<file path="src/hw/mcast_pkg.sv">
`default_nettype none

package mcast_pkg;

  // address and data sizes of the fabric
  localparam int unsigned AddrWidth = 16;
  localparam int unsigned DataWidth = 32;

  // four map rules feed four targets in the default layout
  localparam int unsigned NoRules = 4;
  localparam int unsigned NoIndices = 4;
  localparam int unsigned IdxWidth = 2;
  localparam int unsigned RuleSelWidth = 2;

  // each target is a 16-word window addressed by the low address bits
  localparam int unsigned WordsPerTarget = 16;
  localparam int unsigned OffsetWidth = 4;

  // the error counter saturates at its all-ones value
  localparam int unsigned ErrCountWidth = 8;

  // addresses and don't-care masks share one type
  typedef logic [AddrWidth-1:0] addr_t;
  typedef logic [DataWidth-1:0] data_t;
  typedef logic [IdxWidth-1:0] idx_t;
  typedef logic [OffsetWidth-1:0] offset_t;

  // one map rule, where a set mask bit means the address bit can take any value
  typedef struct packed {
    idx_t  idx;
    addr_t addr;
    addr_t mask;
  } rule_t;

  // multicast write request as it enters the fabric
  typedef struct packed {
    addr_t addr;
    addr_t mask;
    data_t data;
  } wr_req_t;

  // write command for one target, in local word offsets
  typedef struct packed {
    logic    we;
    offset_t offset;
    offset_t offset_mask;
    data_t   data;
  } tgt_cmd_t;

  // reset map gives rule i to target i at window i*16#10
  localparam rule_t [NoRules-1:0] DefaultRuleAddr = {
    rule_t'{idx: idx_t'(3), addr: 16'h0030, mask: 16'h000F},
    rule_t'{idx: idx_t'(2), addr: 16'h0020, mask: 16'h000F},
    rule_t'{idx: idx_t'(1), addr: 16'h0010, mask: 16'h000F},
    rule_t'{idx: idx_t'(0), addr: 16'h0000, mask: 16'h000F}
  };

endpackage

`default_nettype wire

</file>
<file path="src/hw/addr_map_regs.sv">
`timescale 1ns/100ps
`default_nettype none

// register file holding the address map rules
// the decoder always sees the registered table, so a config write
// only affects requests from the next cycle onwards
module addr_map_regs (
  input  logic                                      clk_i,
  input  logic                                      rst_n_i,
  input  logic                                      cfg_we_i,
  input  logic [mcast_pkg::RuleSelWidth-1:0]        cfg_rule_sel_i,
  input  mcast_pkg::rule_t                          cfg_rule_i,
  output mcast_pkg::rule_t [mcast_pkg::NoRules-1:0] addr_map_o
);

  import mcast_pkg::*;

  rule_t [NoRules-1:0] map_q;
  logic  [NoRules-1:0] rule_we;

  // decode the config strobe into one write enable per rule
  always_comb begin
    for (int r = 0; r < NoRules; r++) begin
      rule_we[r] = cfg_we_i && (cfg_rule_sel_i == RuleSelWidth'(r));
    end
  end

  // reset restores the default layout with one window per target
  // afterwards each strobe replaces exactly one rule
  always_ff @(posedge clk_i) begin
    if (!rst_n_i) begin
      map_q <= DefaultRuleAddr;
    end else begin
      for (int r = 0; r < NoRules; r++) begin
        if (rule_we[r]) begin
          map_q[r] <= cfg_rule_i;
        end
      end
    end
  end

  assign addr_map_o = map_q;

endmodule

`default_nettype wire

</file>
<file path="config.mk">
export PLATFORM = sky130hd
export DESIGN_NAME = addr_map_regs
export DESIGN_NICKNAME = d
export VERILOG_FILES = /design/src/hw/mcast_pkg.sv /design/src/hw/addr_map_regs.sv
export SDC_FILE = /design/constraint.sdc
export NUM_CORES = 1
export LEC_CHECK = 0
export ABC_AREA = 1
export BUFFER_PORTS_ARGS = -buffer_cell sky130_fd_sc_hd__clkbuf_2
export CELL_PAD_IN_SITES_DETAIL_PLACEMENT = 0
export CELL_PAD_IN_SITES_GLOBAL_PLACEMENT = 1
export CORE_MARGIN = 2
export CORE_UTILIZATION = 37
export CTS_CLUSTER_SIZE = 12
export DETAILED_ROUTE_END_ITERATION = 12
export PLACE_DENSITY = 0.95
export SLEW_MARGIN = 15
export SYNTH_ARGS = -nofsm -noshare
export SYNTH_HDL_FRONTEND = slang
export SYNTH_SLANG_ARGS = --single-unit
</file>
<file path="constraint.sdc">
create_clock -name clk_i -period 2.72 [get_ports clk_i]
set_input_delay 0.136 -clock clk_i [delete_from_list [all_inputs] [get_ports clk_i]]
set_output_delay 0.136 -clock clk_i [all_outputs]
set_load 0.005 [all_outputs]
</file>
==> results by stage <==
Routing:
- Dividing the detail-routed via count by the number of cells gives 4.33.
- The routed length on met2 is 6.73 mm.
- After detailed routing, the number of remaining DRC violations is 0.
- The wire length on met1 is 6.84 mm.
- The residual antenna-violating net count after detailed routing is 0.
- Wires add up to between 10 and 15 mm.
- The number of iterations in the first detailed-routing pass is 4.
- The count of vias placed by the detailed router is 5163.
- After the first detailed-routing iteration, the DRC count stood at 317.
- The routed wire length per instance is between 10 and 15 um.
- The met3 layer wire length in the routed design is 935 um.
- The detailed router used layers up to and including met4.

Global routing:
- The number of antenna violations at the first check in global routing is 0.
- The aggregate global-route resource usage is 0.184.
- Entering global routing, the biggest net connects approximately 70 pins.
- The first global-routing pass estimated 23.3 mm of wire.
- The total congestion overflow after global routing is 0.
- The number of global-route vias before repair is 4545.

Die:
- The floorplan step set the die height to 126 um.
- In this run the horizontal extent of the chip is 126 um.
- The number of placement rows is 44.
- The die covers ~16000 sq um.
- After floorplanning, the core was sized to cover 14500 sq um.
- The initial utilization of the core area, before any placement, comes to 0.379.
- The number of placed I/O pins is 175.

Timing:
- The post-route setup TNS is 0 ns.
- The final hold slack is just over 0.009 ns.
- Derived from the worst setup path, the maximum achievable clock frequency is about 700 MHz.
- For the pin with the worst max-slew slack, the measured transition is between 0.6 and 0.7 ns.
- Setup violations remaining at the end of the flow were counted as 0.
- The clock tree skew after final layout is 0 ns.
- Setup repair after global routing left no endpoint under its margin.
- The worst path needs 1.42 ns of the cycle, external delays included.
- The number of endpoints with negative hold slack in the final report came to 0.
- Measured against its own limit, the worst slew margin works out to 0.589.
- The count of pins over their slew limit is 0.
- The share of the clock period used by the worst path is 0.523.

Cells and area:
- The final instance area is around 7200 sq um.
- The flip-flop count of the largest register, all copies and words added is around 140.
- The library cell used most frequently in the layout, excluding fill and tap cells, is sky130_fd_sc_hd__nand2_1.
- The layout-stage area growth over the synthesis result is 31.1%.
- The repair_antennas step left the layout with diodes totalling 0.
- For this run, the post-layout net count is roughly 1000.
- Leaving out fill and tap cells, the most frequent cells in the layout are sky130_fd_sc_hd__nand2_1, sky130_fd_sc_hd__nor2_1, sky130_fd_sc_hd__clkbuf_2.
- The proportion of layout cells with a drive suffix above 1 is 0.216.
- The count of cells in the finished layout, fillers not included, comes to between 1000 and 1500.

Critical path:
- The type of origin of the critical path is an input port.
- The critical path class is in -> reg.
- The category of the worst setup path capture point is a register.
- Data on the critical path arrives at its endpoint at 1.77 ns.
- The worst-case register-to-register setup slack is 2.05 ns.
- The maximum net fanout on the critical path is 27.
- For the worst setup path, the data required time is between 3 and 4 ns.

Synth:
- For this run, the register share of the synthesized area comes to 0.495.
- The mean cell area of the mapped netlist is 6.65 sq um.
- The number of nets in the synthesized netlist is 866.
- After synthesis the cells add up to 5500 sq um.
- The Yosys warning count is 0.
- Synthesis handed over a netlist of roughly 830 instances.
- Synthesis inferred 136 register bits.
- The post-synthesis cell type count is 13.

Place:
- In this run, placement finished with an instance count of 1145.
- The routability-driven placement congestion ratio is 0.805.
- The wire-length estimate of the detail-placed layout is about 9.4 mm.
- The count of input and output buffers is about 170.
- The total cell area at the placement stage is 6470 sq um.

Pwr:
- The power per unit of standard cell area is about 680 nW/um^2.
- The leakage component of the power is 4.03 nW.
- The total power consumption of the routed design is between 4 and 5 mW.
- IR analysis of the VDD net gives a maximum drop of 0.000447 V.

CTS:
- Clock-pin slew was measured on the worst setup and hold paths at approximately 0.060 ns.
- The clock network latency to the later pin of the worst-skew pair is 0.41 ns.
- After clock tree synthesis, the setup repair step added 0 buffers.
- The clock tree from TritonCTS is done.
- The clock root buffer is sky130_fd_sc_hd__clkbuf_16.
- The H-tree level count is 4.
- The number of buffers added by the clock tree synthesis step is 17.
- The clock sink count is 136.
- Gates resized during post-CTS repair numbered 0.
- The maximum buffer depth of the clock tree is 2.

Outcome:
- The run finished with clean final reports.

Hold path:
- The worst hold path belongs to the class in -> reg.

Job:
- The tool flagged a number of max-cap violations equal to 0.
per-layer routing:
metal	vias up	global-route usage
met4	0	0.0562
met1	2212	0.241
met2	150	0.288
met3	12	0.0629
li1	2789	-
met5	-	0
critical path, stage by stage:
cell and delay, ns:
sky130_fd_sc_hd__buf_2 0.40, sky130_fd_sc_hd__nand3_2 0.58, sky130_fd_sc_hd__buf_4 0.42, sky130_fd_sc_hd__nand2_1 0.07, sky130_fd_sc_hd__nand2_1 0.05, sky130_fd_sc_hd__nor2_1 0.10
where the power goes:
| part | internal [mW] | switching [mW] |
|---|---|---|
| Sequential | 2.10 | 0.0538 |
| Combinational | 0.204 | 0.309 |
| Clock | 1.40 | 0.874 |
final cells by class:
cell class                 count  area (sq um)
clock inverter                11           124
clock buffer                  21           460
multi-input combinational    527          2130
inverter                     115           432
sequential                   136          2720
tap                          184           230
fill                        1472          7320
timing repair buffer         199          1110
per-stage QoR:
stage / utilization / setup WS, ns
finish: 0.496 / 1.30
global route: 0.496 / 1.15
CTS: 0.496 / 1.30
detailed placement: 0.445 / 0.874
global placement: 0.445 / 0.895
floorplan: - / 1.75
path summary, 6_finish.rpt:
check                        from               to  depth (start not counted)
hold / removal     cfg_rule_i[15]   addr_map_o[49]                          3
setup reg to reg  addr_map_o[106]  addr_map_o[106]                          4
setup / recovery         cfg_we_i  addr_map_o[109]                          6
hold reg to reg    addr_map_o[35]   addr_map_o[35]                          2
Yosys cell counts (all sizes together):
master / number / area [sq um]
dfxtp: 136 / 2720
clkbuf: 11 / 41.3
nand3: 61 / 320
nand4: 6 / 37.5
a21oi: 30 / 150
inv: 115 / 432
nand2: 234 / 878
buf: 38 / 185
nor2: 196 / 736
kinds of logic (layout without fill, tap and decap cells):
logic type             Yosys count  in the layout  share of synthesized area
AO/OA/AOI/OAI                   30             30                     0.0273
AND/OR/NAND/NOR                497            497                      0.358
buffers and inverters          164            346                      0.120
flip-flops                     136            136                      0.495
repair_timing:
| item | in CTS | in global routing |
|---|---|---|
| endpoints found under the hold margin | 28 | 0 |
| endpoints found under the setup margin | 0 | 0 |
| hold buffers | 16 | 0 |
No activity file was read; power rests on OpenSTA's default activity.
