`config.mk`:
```
export PLATFORM = sky130hd
export DESIGN_NAME = mcast_dispatch
export DESIGN_NICKNAME = d
export VERILOG_FILES = /design/src/hw/mcast_pkg.sv /design/src/hw/mcast_dispatch.sv
export SDC_FILE = /design/constraint.sdc
export NUM_CORES = 1
export LEC_CHECK = 0
export ABC_AREA = 1
export BUFFER_PORTS_ARGS = -buffer_cell sky130_fd_sc_hd__buf_2
export CAP_MARGIN = 30
export CORE_AREA = 2 2 133 135
export CTS_CLUSTER_DIAMETER = 80
export DETAILED_ROUTE_END_ITERATION = 6
export DIE_AREA = 0 0 135 137
export MAX_ROUTING_LAYER = met4
export PLACE_DENSITY_LB_ADDON = 0.15
export SLEW_MARGIN = 20
export SYNTH_ARGS = -nofsm -noshare
export SYNTH_HDL_FRONTEND = slang
export SYNTH_SLANG_ARGS = --single-unit
```
`constraint.sdc`:
```
create_clock -name clk_i -period 1.27 [get_ports clk_i]
set_input_delay 0.254 -clock clk_i [delete_from_list [all_inputs] [get_ports clk_i]]
set_output_delay 0.254 -clock clk_i [all_outputs]
set_load 0.005 [all_outputs]
```
`src/hw/mcast_pkg.sv`:
```
`default_nettype none

package mcast_pkg;

  // address and data sizes of the fabric
  localparam int unsigned AddrWidth = 16;
  localparam int unsigned DataWidth = 32;

  // four map rules feed four targets in the default layout
  localparam int unsigned NoRules = 4;
  localparam int unsigned NoIndices = 4;
  localparam int unsigned IdxWidth = 2;
  localparam int unsigned RuleSelWidth = 2;

  // each target is a 16-word window addressed by the low address bits
  localparam int unsigned WordsPerTarget = 16;
  localparam int unsigned OffsetWidth = 4;

  // the error counter saturates at its all-ones value
  localparam int unsigned ErrCountWidth = 8;

  // addresses and don't-care masks share one type
  typedef logic [AddrWidth-1:0] addr_t;
  typedef logic [DataWidth-1:0] data_t;
  typedef logic [IdxWidth-1:0] idx_t;
  typedef logic [OffsetWidth-1:0] offset_t;

  // one map rule, where a set mask bit means the address bit can take any value
  typedef struct packed {
    idx_t  idx;
    addr_t addr;
    addr_t mask;
  } rule_t;

  // multicast write request as it enters the fabric
  typedef struct packed {
    addr_t addr;
    addr_t mask;
    data_t data;
  } wr_req_t;

  // write command for one target, in local word offsets
  typedef struct packed {
    logic    we;
    offset_t offset;
    offset_t offset_mask;
    data_t   data;
  } tgt_cmd_t;

  // reset map gives rule i to target i at window i*16#10
  localparam rule_t [NoRules-1:0] DefaultRuleAddr = {
    rule_t'{idx: idx_t'(3), addr: 16'h0030, mask: 16'h000F},
    rule_t'{idx: idx_t'(2), addr: 16'h0020, mask: 16'h000F},
    rule_t'{idx: idx_t'(1), addr: 16'h0010, mask: 16'h000F},
    rule_t'{idx: idx_t'(0), addr: 16'h0000, mask: 16'h000F}
  };

endpackage

`default_nettype wire

```
`src/hw/mcast_dispatch.sv`:
```
`timescale 1ns/100ps
`default_nettype none

// pipeline stage between the decoder and the targets
// turns the resolved address sets into local word commands and keeps
// track of requests that hit no rule
module mcast_dispatch (
  input  logic                                          clk_i,
  input  logic                                          rst_n_i,
  input  logic                                          wr_valid_i,
  input  mcast_pkg::data_t                              wr_data_i,
  input  logic             [mcast_pkg::NoIndices-1:0]   select_i,
  input  mcast_pkg::addr_t [mcast_pkg::NoIndices-1:0]   addr_i,
  input  mcast_pkg::addr_t [mcast_pkg::NoIndices-1:0]   mask_i,
  input  logic                                          dec_error_i,
  output mcast_pkg::tgt_cmd_t [mcast_pkg::NoIndices-1:0] cmd_o,
  output logic                                          wr_error_o,
  output logic [mcast_pkg::ErrCountWidth-1:0]           err_count_o
);

  import mcast_pkg::*;

  logic    [NoIndices-1:0]     we_q;
  offset_t [NoIndices-1:0]     offset_q;
  offset_t [NoIndices-1:0]     offset_mask_q;
  data_t                       data_q;
  logic                        wr_error_q;
  logic [ErrCountWidth-1:0]    err_count_q;
  logic                        wr_unmatched;

  assign wr_unmatched = wr_valid_i && dec_error_i;

  // control side of the stage
  // a target only gets a write strobe if it was selected by a valid request
  always_ff @(posedge clk_i) begin
    if (!rst_n_i) begin
      we_q        <= '0;
      wr_error_q  <= 1'b0;
      err_count_q <= '0;
    end else begin
      we_q       <= wr_valid_i ? select_i : '0;
      wr_error_q <= wr_unmatched;
      // the counter sticks at its maximum instead of wrapping
      if (wr_unmatched && !(&err_count_q)) begin
        err_count_q <= err_count_q + 1'b1;
      end
    end
  end

  // payload side only needs to follow accepted requests
  // the upper address bits already matched the rule, so only the
  // offset part inside the 16-word window is forwarded
  always_ff @(posedge clk_i) begin
    if (wr_valid_i) begin
      data_q <= wr_data_i;
      for (int t = 0; t < NoIndices; t++) begin
        offset_q[t]      <= addr_i[t][OffsetWidth-1:0];
        offset_mask_q[t] <= mask_i[t][OffsetWidth-1:0];
      end
    end
  end

  // build one command per target, all of them share the request data
  always_comb begin
    for (int t = 0; t < NoIndices; t++) begin
      cmd_o[t].we          = we_q[t];
      cmd_o[t].offset      = offset_q[t];
      cmd_o[t].offset_mask = offset_mask_q[t];
      cmd_o[t].data        = data_q;
    end
  end

  assign wr_error_o  = wr_error_q;
  assign err_count_o = err_count_q;

endmodule

`default_nettype wire

```
==> run metrics <==
post-DP HPWL 6280 µm; synth top area cells edfxtp_1 (59%), buf_4 (22%), dfxtp_1 (8.0%); # clock sinks just under 80; period utilization a little over nine tenths; number of vias per cell approximately 3.4; setup TNS 0 ns; Slew HR between 80% and 90%; grt ovf 0; routed len/inst between 10 and 15 µm; Die Width ~140 µm; Fillers roughly 1,900; H-tree levels 3; Worst Path Required 1.50 ns; global-route wire length before repair between 10,000 and 15,000 µm; Initial Utilization 19.0%; most common cell after layout, fill and taps aside buf_2; layout net count ~570; syn_area_per_cell around 13 µm²; RSZ-0062 raised after global routing true; Final Hold Fails 0; Initial DRT Pass Iterations 3; CTS clk-pin slew, worst paths 0.06 ns; cell internal pwr between 4 and 5 mW; IO buf count between 200 and 250; cts hold-fix bufs 0; Power Dens Cells ~1400 nW/µm²; worst-case vdd ir drop 0.000554 V; cell count after synthesis around 240; Seq/Total Area, Yosys about 67%; layout cells sized above 1 between 60 and 70%; Clk pwr share between 40% and 50%; Slew Viols, Final 0; antenna violations before repair 3; share of the synthesized area in the top cell type between 50% and 60%; later-pin clock latency in the skew report between 0.3 and 0.4 ns; die area between 15,000 and 20,000 µm²; Seq cells post-synth 77; DRT Wirelength 8030 µm; Synth Net Count just over 400; combinational share of power 10.6%; Die H between 100 and 150 µm; arrival time worst endpoint around 1.4 ns; DRT iter0 DRCs 47; Setup Skew around 0.0010 ns; setup violators final 0; clock root buffer clkbuf_16; switching power 1.43 mW; largest net degree at the start of global routing 40; crit end category flip-flop; post-detailed-route count of antenna-violating nets 0; site row count 48; IO Pins about 340; peak per-stage delay on the critical path 0.33 ns; DRC 0; Final min period between 1 and 1.5 ns; Synth area leader edfxtp_1; total number of vias 2,146; area grow syn2layout 34.4%; Warnings, synthesis 0; Seq pwr share between 40% and 50%; Worst Tran Pin Value roughly 0.27 ns; run status completed; Final Wtd Congestion ~0.76; CP max-delay cell dfxtp_1; CP Max Fanout 11; non-filler cells, final 638; Placed Instances ~620; Leak ~2 nW; vias in the first global route 1,922; CTS tree yes; f_max approximately 830 MHz; Switching Fraction between 20% and 30%; CTS Buf Count 9; worst path cell trace ha_1 > nand2_1 > nor2_2 > nand2_4 > a21oi_1 > nor2_1; MaxCap Viol Count 0; Clock Tree Buf Depth 2; synthesized area between 3000 and 4000 µm²; core area approximately 17,000 µm²; Crit Path Category flip-flop to flip-flop; GR Util All Layers between 8 and 9%; startpoint types flip-flop; post-synthesis cell type count 18; most frequent cells in the layout buf_2 (243), edfxtp_1 (64), nand2_1 (19); HP Class input pin to flip-flop
power by group through the flow:
stage / sequential (mW) / combinational, mW / clock, mW
finish: 3.03 / 0.662 / 2.55
global route: 3.05 / 0.739 / 2.80
CTS: 3.03 / 0.682 / 2.68
detailed placement: 3.09 / 0.682 / 0
global placement: 3.08 / 0.689 / 0
floorplan: 3.11 / 0.391 / 0
cell usage after synthesis:
cell type,number
nor2_1,14
ha_1,1
inv_1,11
buf_6,1
nand3_1,5
edfxtp_1,64
inv_2,1
nor2_2,5
a21oi_1,5
nor3_1,1
nand2_1,19
dfxtp_1,13
nand2_2,3
nand3b_1,1
clkbuf_8,1
nand3_2,1
buf_4,96
nor2_4,1
registers in the layout (all words and copies together) (netlist names):
signal       cells
data_q          32
err_count_o      8
wr_error_o       1
we_q             4
cmd_o           32
final timing paths:
path | start | endpoint | slack (ns) | cells past startpoint
max | err_count_o[0] | err_count_o[1] | 0.07 | 6
min | mask_i[2] | cmd_o[34] | 0.09 | 1
max reg2reg | err_count_o[0] | err_count_o[1] | 0.07 | 6
min reg2reg | err_count_o[2] | err_count_o[2] | 0.54 | 2
area by class of cell:
cell class,count,area (µm²),share of cell area (%)
Clock inverter,6,63.8,1.46
Sequential cell,77,2180,50.1
Tap cell,225,282,6.46
Timing Repair Buffer,249,1270,29.2
Inverter,12,45.0,1.03
Multi-Input combinational cell,56,275,6.32
Clock buffer,10,229,5.25
Antenna cell,3,7.51,0.172
cells by family (layout without fill, tap and decap cells):
| group | Yosys count | in the layout | synth area share [%] |
|---|---|---|---|
| buf+inv | 110 | 277 | 24.4 |
| flops | 77 | 77 | 67.3 |
| simple gates | 50 | 50 | 7.18 |
| compound gates | 5 | 5 | 0.771 |
| fa+ha+maj | 1 | 1 | 0.386 |
| other cells | 0 | 3 | 0 |
stage by stage:
step           setup WS [ns]  instance area [µm²]  hold WS, ns  power, mW  util (%)
2_1_floorplan         0.0618                 3240        0.353       3.50         -
3_3_place_gp          0.0482                 4050        0.432       3.77      23.8
3_5_place_dp          0.0244                 4050        0.432       3.77      23.8
4_1_cts              0.00792                 4350       0.0647       6.40      25.5
5_1_grt              -0.0226                 4360       0.0643       6.59      25.6
6_report              0.0674                 4360       0.0885       6.23      25.6
repair_timing:
item	4_1_cts	5_1_grt
buffers inserted	0	0
endpoints found under the setup margin	0	7
gates resized for setup	0	1
routing by layer:
| layer | share of wire, % | track usage (%) | vias up |
|---|---|---|---|
| met3 | 11 | 3.89 | 11 |
| met2 | 48 | 13.1 | 131 |
| li1 | - | - | 1037 |
| met5 | 0 | - | - |
| met4 | 2.2 | 5.03 | 0 |
| met1 | 38 | 8.73 | 967 |
worst max-delay path, delay by kind of cell (launching register included):
kind	cells	cell delay (ns)
fa+ha+maj	1	0.18
compound gates	1	0.16
simple gates	4	0.42
flops	1	0.33
No activity file was read; power rests on OpenSTA's default activity.
