==> src/hw/mcast_pkg.sv <==
`default_nettype none

package mcast_pkg;

  // address and data sizes of the fabric
  localparam int unsigned AddrWidth = 16;
  localparam int unsigned DataWidth = 32;

  // four map rules feed four targets in the default layout
  localparam int unsigned NoRules = 4;
  localparam int unsigned NoIndices = 4;
  localparam int unsigned IdxWidth = 2;
  localparam int unsigned RuleSelWidth = 2;

  // each target is a 16-word window addressed by the low address bits
  localparam int unsigned WordsPerTarget = 16;
  localparam int unsigned OffsetWidth = 4;

  // the error counter saturates at its all-ones value
  localparam int unsigned ErrCountWidth = 8;

  // addresses and don't-care masks share one type
  typedef logic [AddrWidth-1:0] addr_t;
  typedef logic [DataWidth-1:0] data_t;
  typedef logic [IdxWidth-1:0] idx_t;
  typedef logic [OffsetWidth-1:0] offset_t;

  // one map rule, where a set mask bit means the address bit can take any value
  typedef struct packed {
    idx_t  idx;
    addr_t addr;
    addr_t mask;
  } rule_t;

  // multicast write request as it enters the fabric
  typedef struct packed {
    addr_t addr;
    addr_t mask;
    data_t data;
  } wr_req_t;

  // write command for one target, in local word offsets
  typedef struct packed {
    logic    we;
    offset_t offset;
    offset_t offset_mask;
    data_t   data;
  } tgt_cmd_t;

  // reset map gives rule i to target i at window i*16#10
  localparam rule_t [NoRules-1:0] DefaultRuleAddr = {
    rule_t'{idx: idx_t'(3), addr: 16'h0030, mask: 16'h000F},
    rule_t'{idx: idx_t'(2), addr: 16'h0020, mask: 16'h000F},
    rule_t'{idx: idx_t'(1), addr: 16'h0010, mask: 16'h000F},
    rule_t'{idx: idx_t'(0), addr: 16'h0000, mask: 16'h000F}
  };

endpackage

`default_nettype wire

==> src/hw/mem_target.sv <==
`timescale 1ns/100ps
`default_nettype none

// small register memory used as a write target
// one command may cover several words, all of them get written in the
// same cycle, and reads come back one cycle after the request
module mem_target (
  input  logic                  clk_i,
  input  logic                  rst_n_i,
  input  mcast_pkg::tgt_cmd_t   cmd_i,
  input  logic                  rd_en_i,
  input  mcast_pkg::offset_t    rd_word_i,
  output mcast_pkg::data_t      rd_data_o
);

  import mcast_pkg::*;

  data_t [WordsPerTarget-1:0] mem_q;
  logic  [WordsPerTarget-1:0] word_hit;
  data_t                      rd_data_q;

  // word j belongs to the command set when it agrees with the offset on
  // every bit that the offset mask leaves pinned
  always_comb begin
    for (int j = 0; j < WordsPerTarget; j++) begin
      word_hit[j] = ((offset_t'(j) ^ cmd_i.offset) & ~cmd_i.offset_mask) == '0;
    end
  end

  // memory starts out cleared so read-back of untouched words is zero
  always_ff @(posedge clk_i) begin
    if (!rst_n_i) begin
      mem_q <= '0;
    end else if (cmd_i.we) begin
      for (int j = 0; j < WordsPerTarget; j++) begin
        if (word_hit[j]) begin
          mem_q[j] <= cmd_i.data;
        end
      end
    end
  end

  // registered read port
  // the data register only loads on a read, valid is tracked at the top
  always_ff @(posedge clk_i) begin
    if (rd_en_i) begin
      rd_data_q <= mem_q[rd_word_i];
    end
  end

  assign rd_data_o = rd_data_q;

endmodule

`default_nettype wire

==> config.mk <==
export PLATFORM = sky130hd
export DESIGN_NAME = mem_target
export DESIGN_NICKNAME = d
export VERILOG_FILES = /design/src/hw/mcast_pkg.sv /design/src/hw/mem_target.sv
export SDC_FILE = /design/constraint.sdc
export NUM_CORES = 1
export LEC_CHECK = 0
export ABC_AREA = 1
export BUFFER_PORTS_ARGS = -buffer_cell sky130_fd_sc_hd__clkbuf_2
export CAP_MARGIN = 40
export CORE_MARGIN = 3
export CORE_UTILIZATION = 31
export DETAILED_ROUTE_END_ITERATION = 10
export GPL_ROUTABILITY_DRIVEN = 1
export GPL_TIMING_DRIVEN = 0
export PLACE_DENSITY = 0.58
export SLEW_MARGIN = 20
export SYNTH_ARGS = -nofsm -noshare
export SYNTH_HDL_FRONTEND = slang
export SYNTH_SLANG_ARGS = --single-unit
==> constraint.sdc <==
create_clock -name clk_i -period 1.45 [get_ports clk_i]
set_input_delay 0.145 -clock clk_i [delete_from_list [all_inputs] [get_ports clk_i]]
set_output_delay 0.145 -clock clk_i [all_outputs]
set_load 0.02 [all_outputs]
==> results of run 1 <==
## cell usage after synthesis
cell,instances
sky130_fd_sc_hd__nand3_2,4
sky130_fd_sc_hd__edfxtp_1,32
sky130_fd_sc_hd__o21ai_2,2
sky130_fd_sc_hd__dfxtp_1,512
sky130_fd_sc_hd__nand2_1,1445
sky130_fd_sc_hd__nor2_2,8
sky130_fd_sc_hd__buf_1,44
sky130_fd_sc_hd__o22ai_1,1
sky130_fd_sc_hd__clkbuf_1,146
sky130_fd_sc_hd__nor2_4,3
sky130_fd_sc_hd__nand3_1,640
sky130_fd_sc_hd__a21oi_1,2
sky130_fd_sc_hd__inv_1,424
sky130_fd_sc_hd__nor2_1,1033
sky130_fd_sc_hd__inv_2,7
sky130_fd_sc_hd__buf_2,128
## per-stage QoR
| stage | setup TNS, ns | setup WS, ns | instance area (sq um) | cells | power [mW] |
|---|---|---|---|---|---|
| after global placement | -416.64 | -1.482 | 28660 | 5651 | 23.15 |
| after CTS | -0.08985 | -0.08985 | 31080 | 5793 | 39.06 |
| after floorplan | 0 | 0.02162 | 26840 | 4431 | 21.07 |
| final | -0.07869 | -0.07869 | 31140 | 5794 | 38.98 |
| after detailed placement | -307.63 | -1.157 | 28880 | 5668 | 23.30 |
| after global routing | -0.09870 | -0.09674 | 31130 | 5793 | 40.50 |
## flip-flops by register name, summed over array words and instances, names as in the netlist
register / count
mem_q: 512
rd_data_o: 32
## worst paths after layout
path                                     from             to  depth (start not counted)
worst max-delay path            rd_data_o[18]  rd_data_o[18]                          1
worst min-delay path                cmd_i[28]     mem_q[284]                          5
worst max register to register     mem_q[463]  rd_data_o[15]                          6
worst min register to register     mem_q[465]     mem_q[465]                          2
## metal layers
layer	global-route usage	vias up
met3	0.04311	204
met2	0.3591	1032
met4	0.07269	2
met1	0.3018	12670
li1	-	13690
met5	0	-
## repair_timing
item	in CTS	in global routing
setup endpoints to repair	71	95
resized for setup	38	50
pin swaps	0	0
hold endpoints to repair	72	0
hold buffers	14	0
## cells by family after synthesis
family                 after synthesis  synth area share
DFF                                544            0.4176
and+or+nand+nor                   3133            0.4704
buffers and inverters              749            0.1107
AOI/OAI and AO/OA                    5          0.001259
## layout make-up
type,count,area share
flip-flops and latches,544,0.3601
multi-input cells,3138,0.4070
plain buffers,318,0.04629
clock inverters,22,0.006550
inverters,431,0.05196
diodes,1,0.00008037
clock buffers,89,0.05815
well taps,1144,0.04597
repair buffers,107,0.02395
## power by group
part	total [mW]	switching (mW)	internal (mW)
combinational	6.44	4.50	1.94
sequential	16.7	0.521	16.2
clock	15.8	6.69	9.12
total	39.0	11.7	27.3
==> results.txt, run 1 <==
The detailed-route via count is 27600. The leakage power came out at 14.57 nW. Traced cell by cell, the critical path runs through buf_6. The fill cell total of the finished layout is 9606.

The number of unique standard cell types used by synthesis is 16. The average routed wire per standard cell is 17.83 microns. In this run the vertical extent of the chip is 300.3 microns. Leaving out fill and tap cells, the most frequent cells in the layout are sky130_fd_sc_hd__nand2_1 (1445), sky130_fd_sc_hd__nor2_1 (1031), sky130_fd_sc_hd__nand3_1 (639). The total routing resource utilization after global routing came out at 0.2237. The power density over the cells came out at 1252 nW/um^2. The number of nets in the synthesized netlist is 4479. The checks that failed: setup timing. The shortest period the worst path allows came out at roughly 1.5 ns. Broken down by cell family, the worst path's largest delay share belongs to flip-flops. The clock slew at the register clock pins of the worst setup and hold paths came out at 0.06 ns. The count of buffering cells on the critical path with inverters included came out at 1.

The tightest slew margin relative to the limit is 0.4365. For this design the top-level I/O count stands at 80. The floorplan step defined a die boundary enclosing 90160 sq um. The cell sitting at the root of the clock tree is a sky130_fd_sc_hd__clkbuf_16. The first-pass GRT wire length came out at 154600 microns. The leading area contributor after synthesis is sky130_fd_sc_hd__dfxtp_1. The number of clock buffers inserted by TritonCTS is 59. The count of buffers added on input and output ports is 76. The max-cap check violation count came out at 0.

The count of antenna-violating nets left after detailed routing is 0. The number of cells produced by synthesis is 4431. The total count of hold-check failures in the final report came to 0. The detailed placement HPWL is ~76000 microns. The number of H-tree levels came out at 2. The number of register bits inferred by synthesis is 544. The post-synthesis sequential area ratio came out at 0.4176. The run finished, with violations left. The number of buffers inserted to repair setup after CTS came out at 0.

The area overhead of the layout relative to synthesis is 15.99%. VDD sags by at most approximately 0.95 mV. For this run, the detailed router's first-pass iteration total came to 7. The largest single stage delay on the critical path is 0.53 ns.

The number of sinks on the clock net is 544. The later pin in the worst-skew pair is clocked with a latency of about 0.65 ns. The final worst hold slack is 0.02341 ns. The placement row count came out at 107. The critical path capture point type is an output port. The tightest min-delay check is of the in2reg type. At the worst endpoint, the required time is ~1.3 ns. The slowest stage cell on the critical path is sky130_fd_sc_hd__edfxtp_1. The detailed-routing wirelength on met1 came out at 44300 microns. The commonest non-fill, non-tap cell in the layout is sky130_fd_sc_hd__nand2_1. The average footprint of a synthesized cell came out at 6.058 sq um.

For this run, the share of the core covered by cells in the final layout is 0.3640. Setup repair after global routing could not meet its margin everywhere. The vias per cell came out at ~4.8. The number of nets in the final layout came out at about 4600. The detailed router's first-iteration violation count is 2633. The highest metal layer used by the detailed router is met5. After layout, the worst setup slack is -0.07869 ns. Global routing finished with a remaining overflow of 0. The arrival time at the worst endpoint came out at 1.38 ns. The routed length on met2 came out at around 46000 microns. For the final database, setup skew stands at about 0.023 ns. The maximum clock insertion buffer count came out at 3. The core area came out at 85550 sq um. The type of element launching the critical path is a flip-flop.

The share of Yosys cell area claimed by the top area cell type came out at 0.3818. The warning count from the yosys run is 0. The highest achievable clock rate is 654.2 MHz. The initial antenna violation count was 3. The congestion estimate from routability-driven global placement came to 0.9556. The TritonCTS clock tree is yes. The slew at the pin closest to its max-slew limit is approximately 0.85 ns. The pin count of the biggest net entering global routing is 23. For this configuration, the core starts out at a cell density of 0.3138. The register-to-register setup slack came out at 0.08 ns. The critical setup path kind is reg2out. The remaining routing DRC violations came out at 0. In the final layout, the multi-input gates occupy 12670 sq um. The post-synthesis instance area is approximately 27000 sq um.

After synthesis, the cell types taking the most area are sky130_fd_sc_hd__dfxtp_1 (38%), sky130_fd_sc_hd__nand2_1 (20%), sky130_fd_sc_hd__nor2_1 (14%), sky130_fd_sc_hd__nand3_1 (12%), sky130_fd_sc_hd__inv_1 (5.9%). The post-route clock period utilization is 1.054. The total count of max-transition violations in the final report came out at 0. The count of final setup violators is 1. The critical-path maximum fanout is 1. The fraction of final layout cells sized beyond drive strength 1 came out at 0.08862.

Wires add up to 103300 microns. The via count of the first global-routing pass is 24950. The sequential cells in the finished layout cover a total of ~11000 sq um.

The met3 wirelength from detailed routing is ~9600 microns. Measured along the x axis, the die boundary spans 300.3 microns.
Power figures use the tool's default switching activity.
==> run 2: changes to the inputs <==
--- a/config.mk
+++ b/config.mk
@@ -9,11 +9,11 @@
 export BUFFER_PORTS_ARGS = -buffer_cell sky130_fd_sc_hd__clkbuf_2
 export CAP_MARGIN = 40
 export CORE_MARGIN = 3
-export CORE_UTILIZATION = 31
+export CORE_UTILIZATION = 57
 export DETAILED_ROUTE_END_ITERATION = 10
 export GPL_ROUTABILITY_DRIVEN = 1
 export GPL_TIMING_DRIVEN = 0
-export PLACE_DENSITY = 0.58
+export PLACE_DENSITY = 0.88
 export SLEW_MARGIN = 20
 export SYNTH_ARGS = -nofsm -noshare
 export SYNTH_HDL_FRONTEND = slang
==> run 2 against run 1 <==
The flow still finishes with violations (setup timing). Critical endpoint is now rd_data_o[20]. Die area shrank 45%. Non-clock buffer count shrank 3. Cell count shrank 9.5%. Highest routed layer unchanged. Sequential share of layout area grew 1.1 points.
==> results.txt, run 2 (same netlist as run 1, synthesis figures left out) <==
Status: finished, violations left (unchanged). Failing checks: setup timing (unchanged). The count of final setup violators came out at 10 (was 1). The number of cells traversed by the worst register-to-register path was 6 (unchanged). The number of port buffers came to 76 (unchanged).

The highest achievable clock rate came to 629.9 MHz (was 654.2 MHz). The slowest stage cell on the critical path is sky130_fd_sc_hd__clkbuf_1 (was sky130_fd_sc_hd__edfxtp_1). The maximum cell stage delay along the critical path is 0.52 ns (was 0.53 ns). The arrival time at the worst endpoint was 2.06 ns (was 1.38 ns).

The commonest non-fill, non-tap cell in the layout was sky130_fd_sc_hd__nand2_1 (unchanged). The final critical-path setup slack came to -0.1377 ns (was -0.07869 ns). The area enclosed by the die boundary was 49740 sq um (was 90160 sq um). The total routing resource utilization after global routing came to 0.3448 (was 0.2237).

The number of nets in the final layout is 4641 (was 4647). The core area is 45970 sq um (was 85550 sq um). The count of cells along the worst hold path was 5 (unchanged). The power density over the cells came out at 1249 nW/um^2 (was 1252 nW/um^2). The placement row count is 78 (was 107). The fraction of final layout cells sized beyond drive strength 1 came out at 0.08148 (was 0.08862). The worst-case clock skew is 0.01152 ns (was 0.02340 ns). The via count of the first global-routing pass was 25530 (was 24950). The critical-path maximum fanout is 10 (was 1). The max-cap check violation count is 0 (unchanged). The placer's final routability congestion estimate was 1.036 (was 0.9556). The post-route clock period utilization is 1.095 (was 1.054).

The number of buffers inserted to repair setup after CTS came to 0 (unchanged). The pin count of the biggest net entering global routing is 26 (was 23). The maximum clock insertion buffer count came out at 3 (unchanged). The overflow left after global routing is 0 (unchanged). The register name with the most flops is mem_q (unchanged). The total count of max-transition violations in the final report came out at 0 (unchanged). The vias per cell came out at 5.406 (was 4.763). The leakage power was 14.40 nW (was 14.57 nW). The type of the tightest min-delay check is in2reg (unchanged). The root buffer cell was sky130_fd_sc_hd__clkbuf_16 (unchanged).

The area overhead of the layout relative to synthesis is 12.61% (was 15.99%). The number of detailed-routing iterations run before antenna repair came out at 8 (was 7). The tightest slew margin relative to the limit came out at 0.3518 (was 0.4365).

The total count of hold-check failures in the final report came to 0 (unchanged). RSZ-0062 raised after global routing: yes (unchanged). The horizontal extent of the die came out at 223.0 microns (was 300.3 microns). The detailed-route via count came to 28330 (was 27600). The final total negative setup slack came out at -0.4928 ns (was -0.07869 ns). The fill cell total of the finished layout came out at 4142 (was 9606). The slew at the pin closest to its max-slew limit is 0.9723 ns (was 0.8453 ns). The clock latency at the later pin of the worst-skew pair came to 0.62 ns (was 0.65 ns). The remaining routing DRC violations came out at 0 (unchanged). The initial antenna violation count is 1 (was 3).

Cells along the critical path: clkbuf_2 > inv_1 > clkbuf_2 > clkbuf_1 > buf_6 > nand3_1 > nand3_1 > nand3_1 > nand2_1 (was buf_6). The detailed placement HPWL is 64550 microns (was 76480 microns). The shortest period the worst path allows was 1.588 ns (was 1.529 ns). The number of sinks on the clock net is 544 (unchanged). The most numerous cell type found on the critical path is sky130_fd_sc_hd__nand3_1.

The number of I/O pins is 80 (unchanged). The critical path capture point type is a flip-flop (was output port). Commonest cells after routing, fill and taps aside: sky130_fd_sc_hd__nand2_1 (1445), sky130_fd_sc_hd__nor2_1 (1030), sky130_fd_sc_hd__nand3_1 (640) (was sky130_fd_sc_hd__nand2_1 (1445), sky130_fd_sc_hd__nor2_1 (1031), sky130_fd_sc_hd__nand3_1 (639)). The number of H-tree levels came out at 2 (unchanged). The critical setup path kind is in2reg (was reg2out). The TritonCTS clock tree is yes (unchanged). The first-pass GRT wire length came out at 136200 microns (was 154600 microns). The number of clock buffers inserted by TritonCTS came out at 56 (was 59). The flip-flop count of the largest register, all copies and words added is 512 (unchanged).

The worst endpoint required time is 1.92 ns (was 1.31 ns). The count of antenna-violating nets left after detailed routing is 0 (unchanged). The detailed router's first-iteration violation count is 3759 (was 2633).

The type of element launching the critical path is an input port (was flip-flop). The final worst hold slack is 0.02499 ns (was 0.02341 ns). The total detailed-routing wirelength is 89620 microns (was 103300 microns).

The clock slew at the register clock pins of the worst setup and hold paths is 0.06 ns (about the same). The height of the die is 223.0 microns (was 300.3 microns). The average routed wire per standard cell is 17.10 microns (was 17.83 microns). The peak supply drop is 0.9698 mV (was 0.9488 mV). The starting density of the core is 0.5840 (was 0.3138).
==> run 2: critical path: cells and delay by family <==
| kind | cells | cell delay (ns) |
|---|---|---|
| buffers and inverters | 5 | 1.36 |
| and+or+nand+nor | 4 | 0.54 |
==> run 2: what timing repair did <==
item,in CTS,in global routing
resized for setup,24,54
endpoints found under the setup margin,77,113
gates cloned,0,0
endpoints found under the hold margin,95,0
hold buffers,21,0
==> run 2: cell type report <==
class	count	area, sq um	share of cell area
Clock buffer	81	1667	0.05513
Clock inverter	23	200.2	0.006623
Antenna cell	2	5.005	0.0001656
Tap cell	600	750.7	0.02483
Timing Repair Buffer	104	678.2	0.02243
Sequential cell	544	11210	0.3709
Inverter	431	1618	0.05352
Multi-Input combinational cell	3138	12680	0.4195
Buffer	318	1420	0.04698
==> run 2: path summary, 6_finish.rpt <==
check	from	to	slack, ns
min reg2reg	mem_q[472]	mem_q[472]	0.47
max reg2reg	mem_q[303]	rd_data_o[15]	0.11
max	rd_word_i[1]	rd_data_o[20]	-0.14
min	cmd_i[6]	mem_q[422]	0.02
==> run 2: power breakdown <==
group / switching (mW) / internal (mW)
sequential: 0.532 / 16.2
combinational: 4.36 / 1.91
clock: 6.27 / 8.48
total: 11.2 / 26.6
==> run 2: stage by stage <==
stage,worst slack [ns],std cells,total power [mW],utilization,area (sq um)
after floorplan,0.02162,4431,21.07,-,26840
after global placement,-1.143,5107,22.73,0.6086,27980
after detailed placement,-1.115,5113,22.93,0.6103,28050
after CTS,0.001348,5238,37.43,0.6562,30160
after global routing,-0.0002900,5239,38.97,0.6575,30220
final,-0.1377,5241,37.75,0.6576,30230
==> run 2: routing by layer <==
layer	GRT usage	share of wire	vias up
met5	0	0.00015	-
li1	-	-	13670
met1	0.4293	0.36	12480
met3	0.08868	0.14	338
met2	0.5477	0.44	1843
met4	0.1883	0.060	2
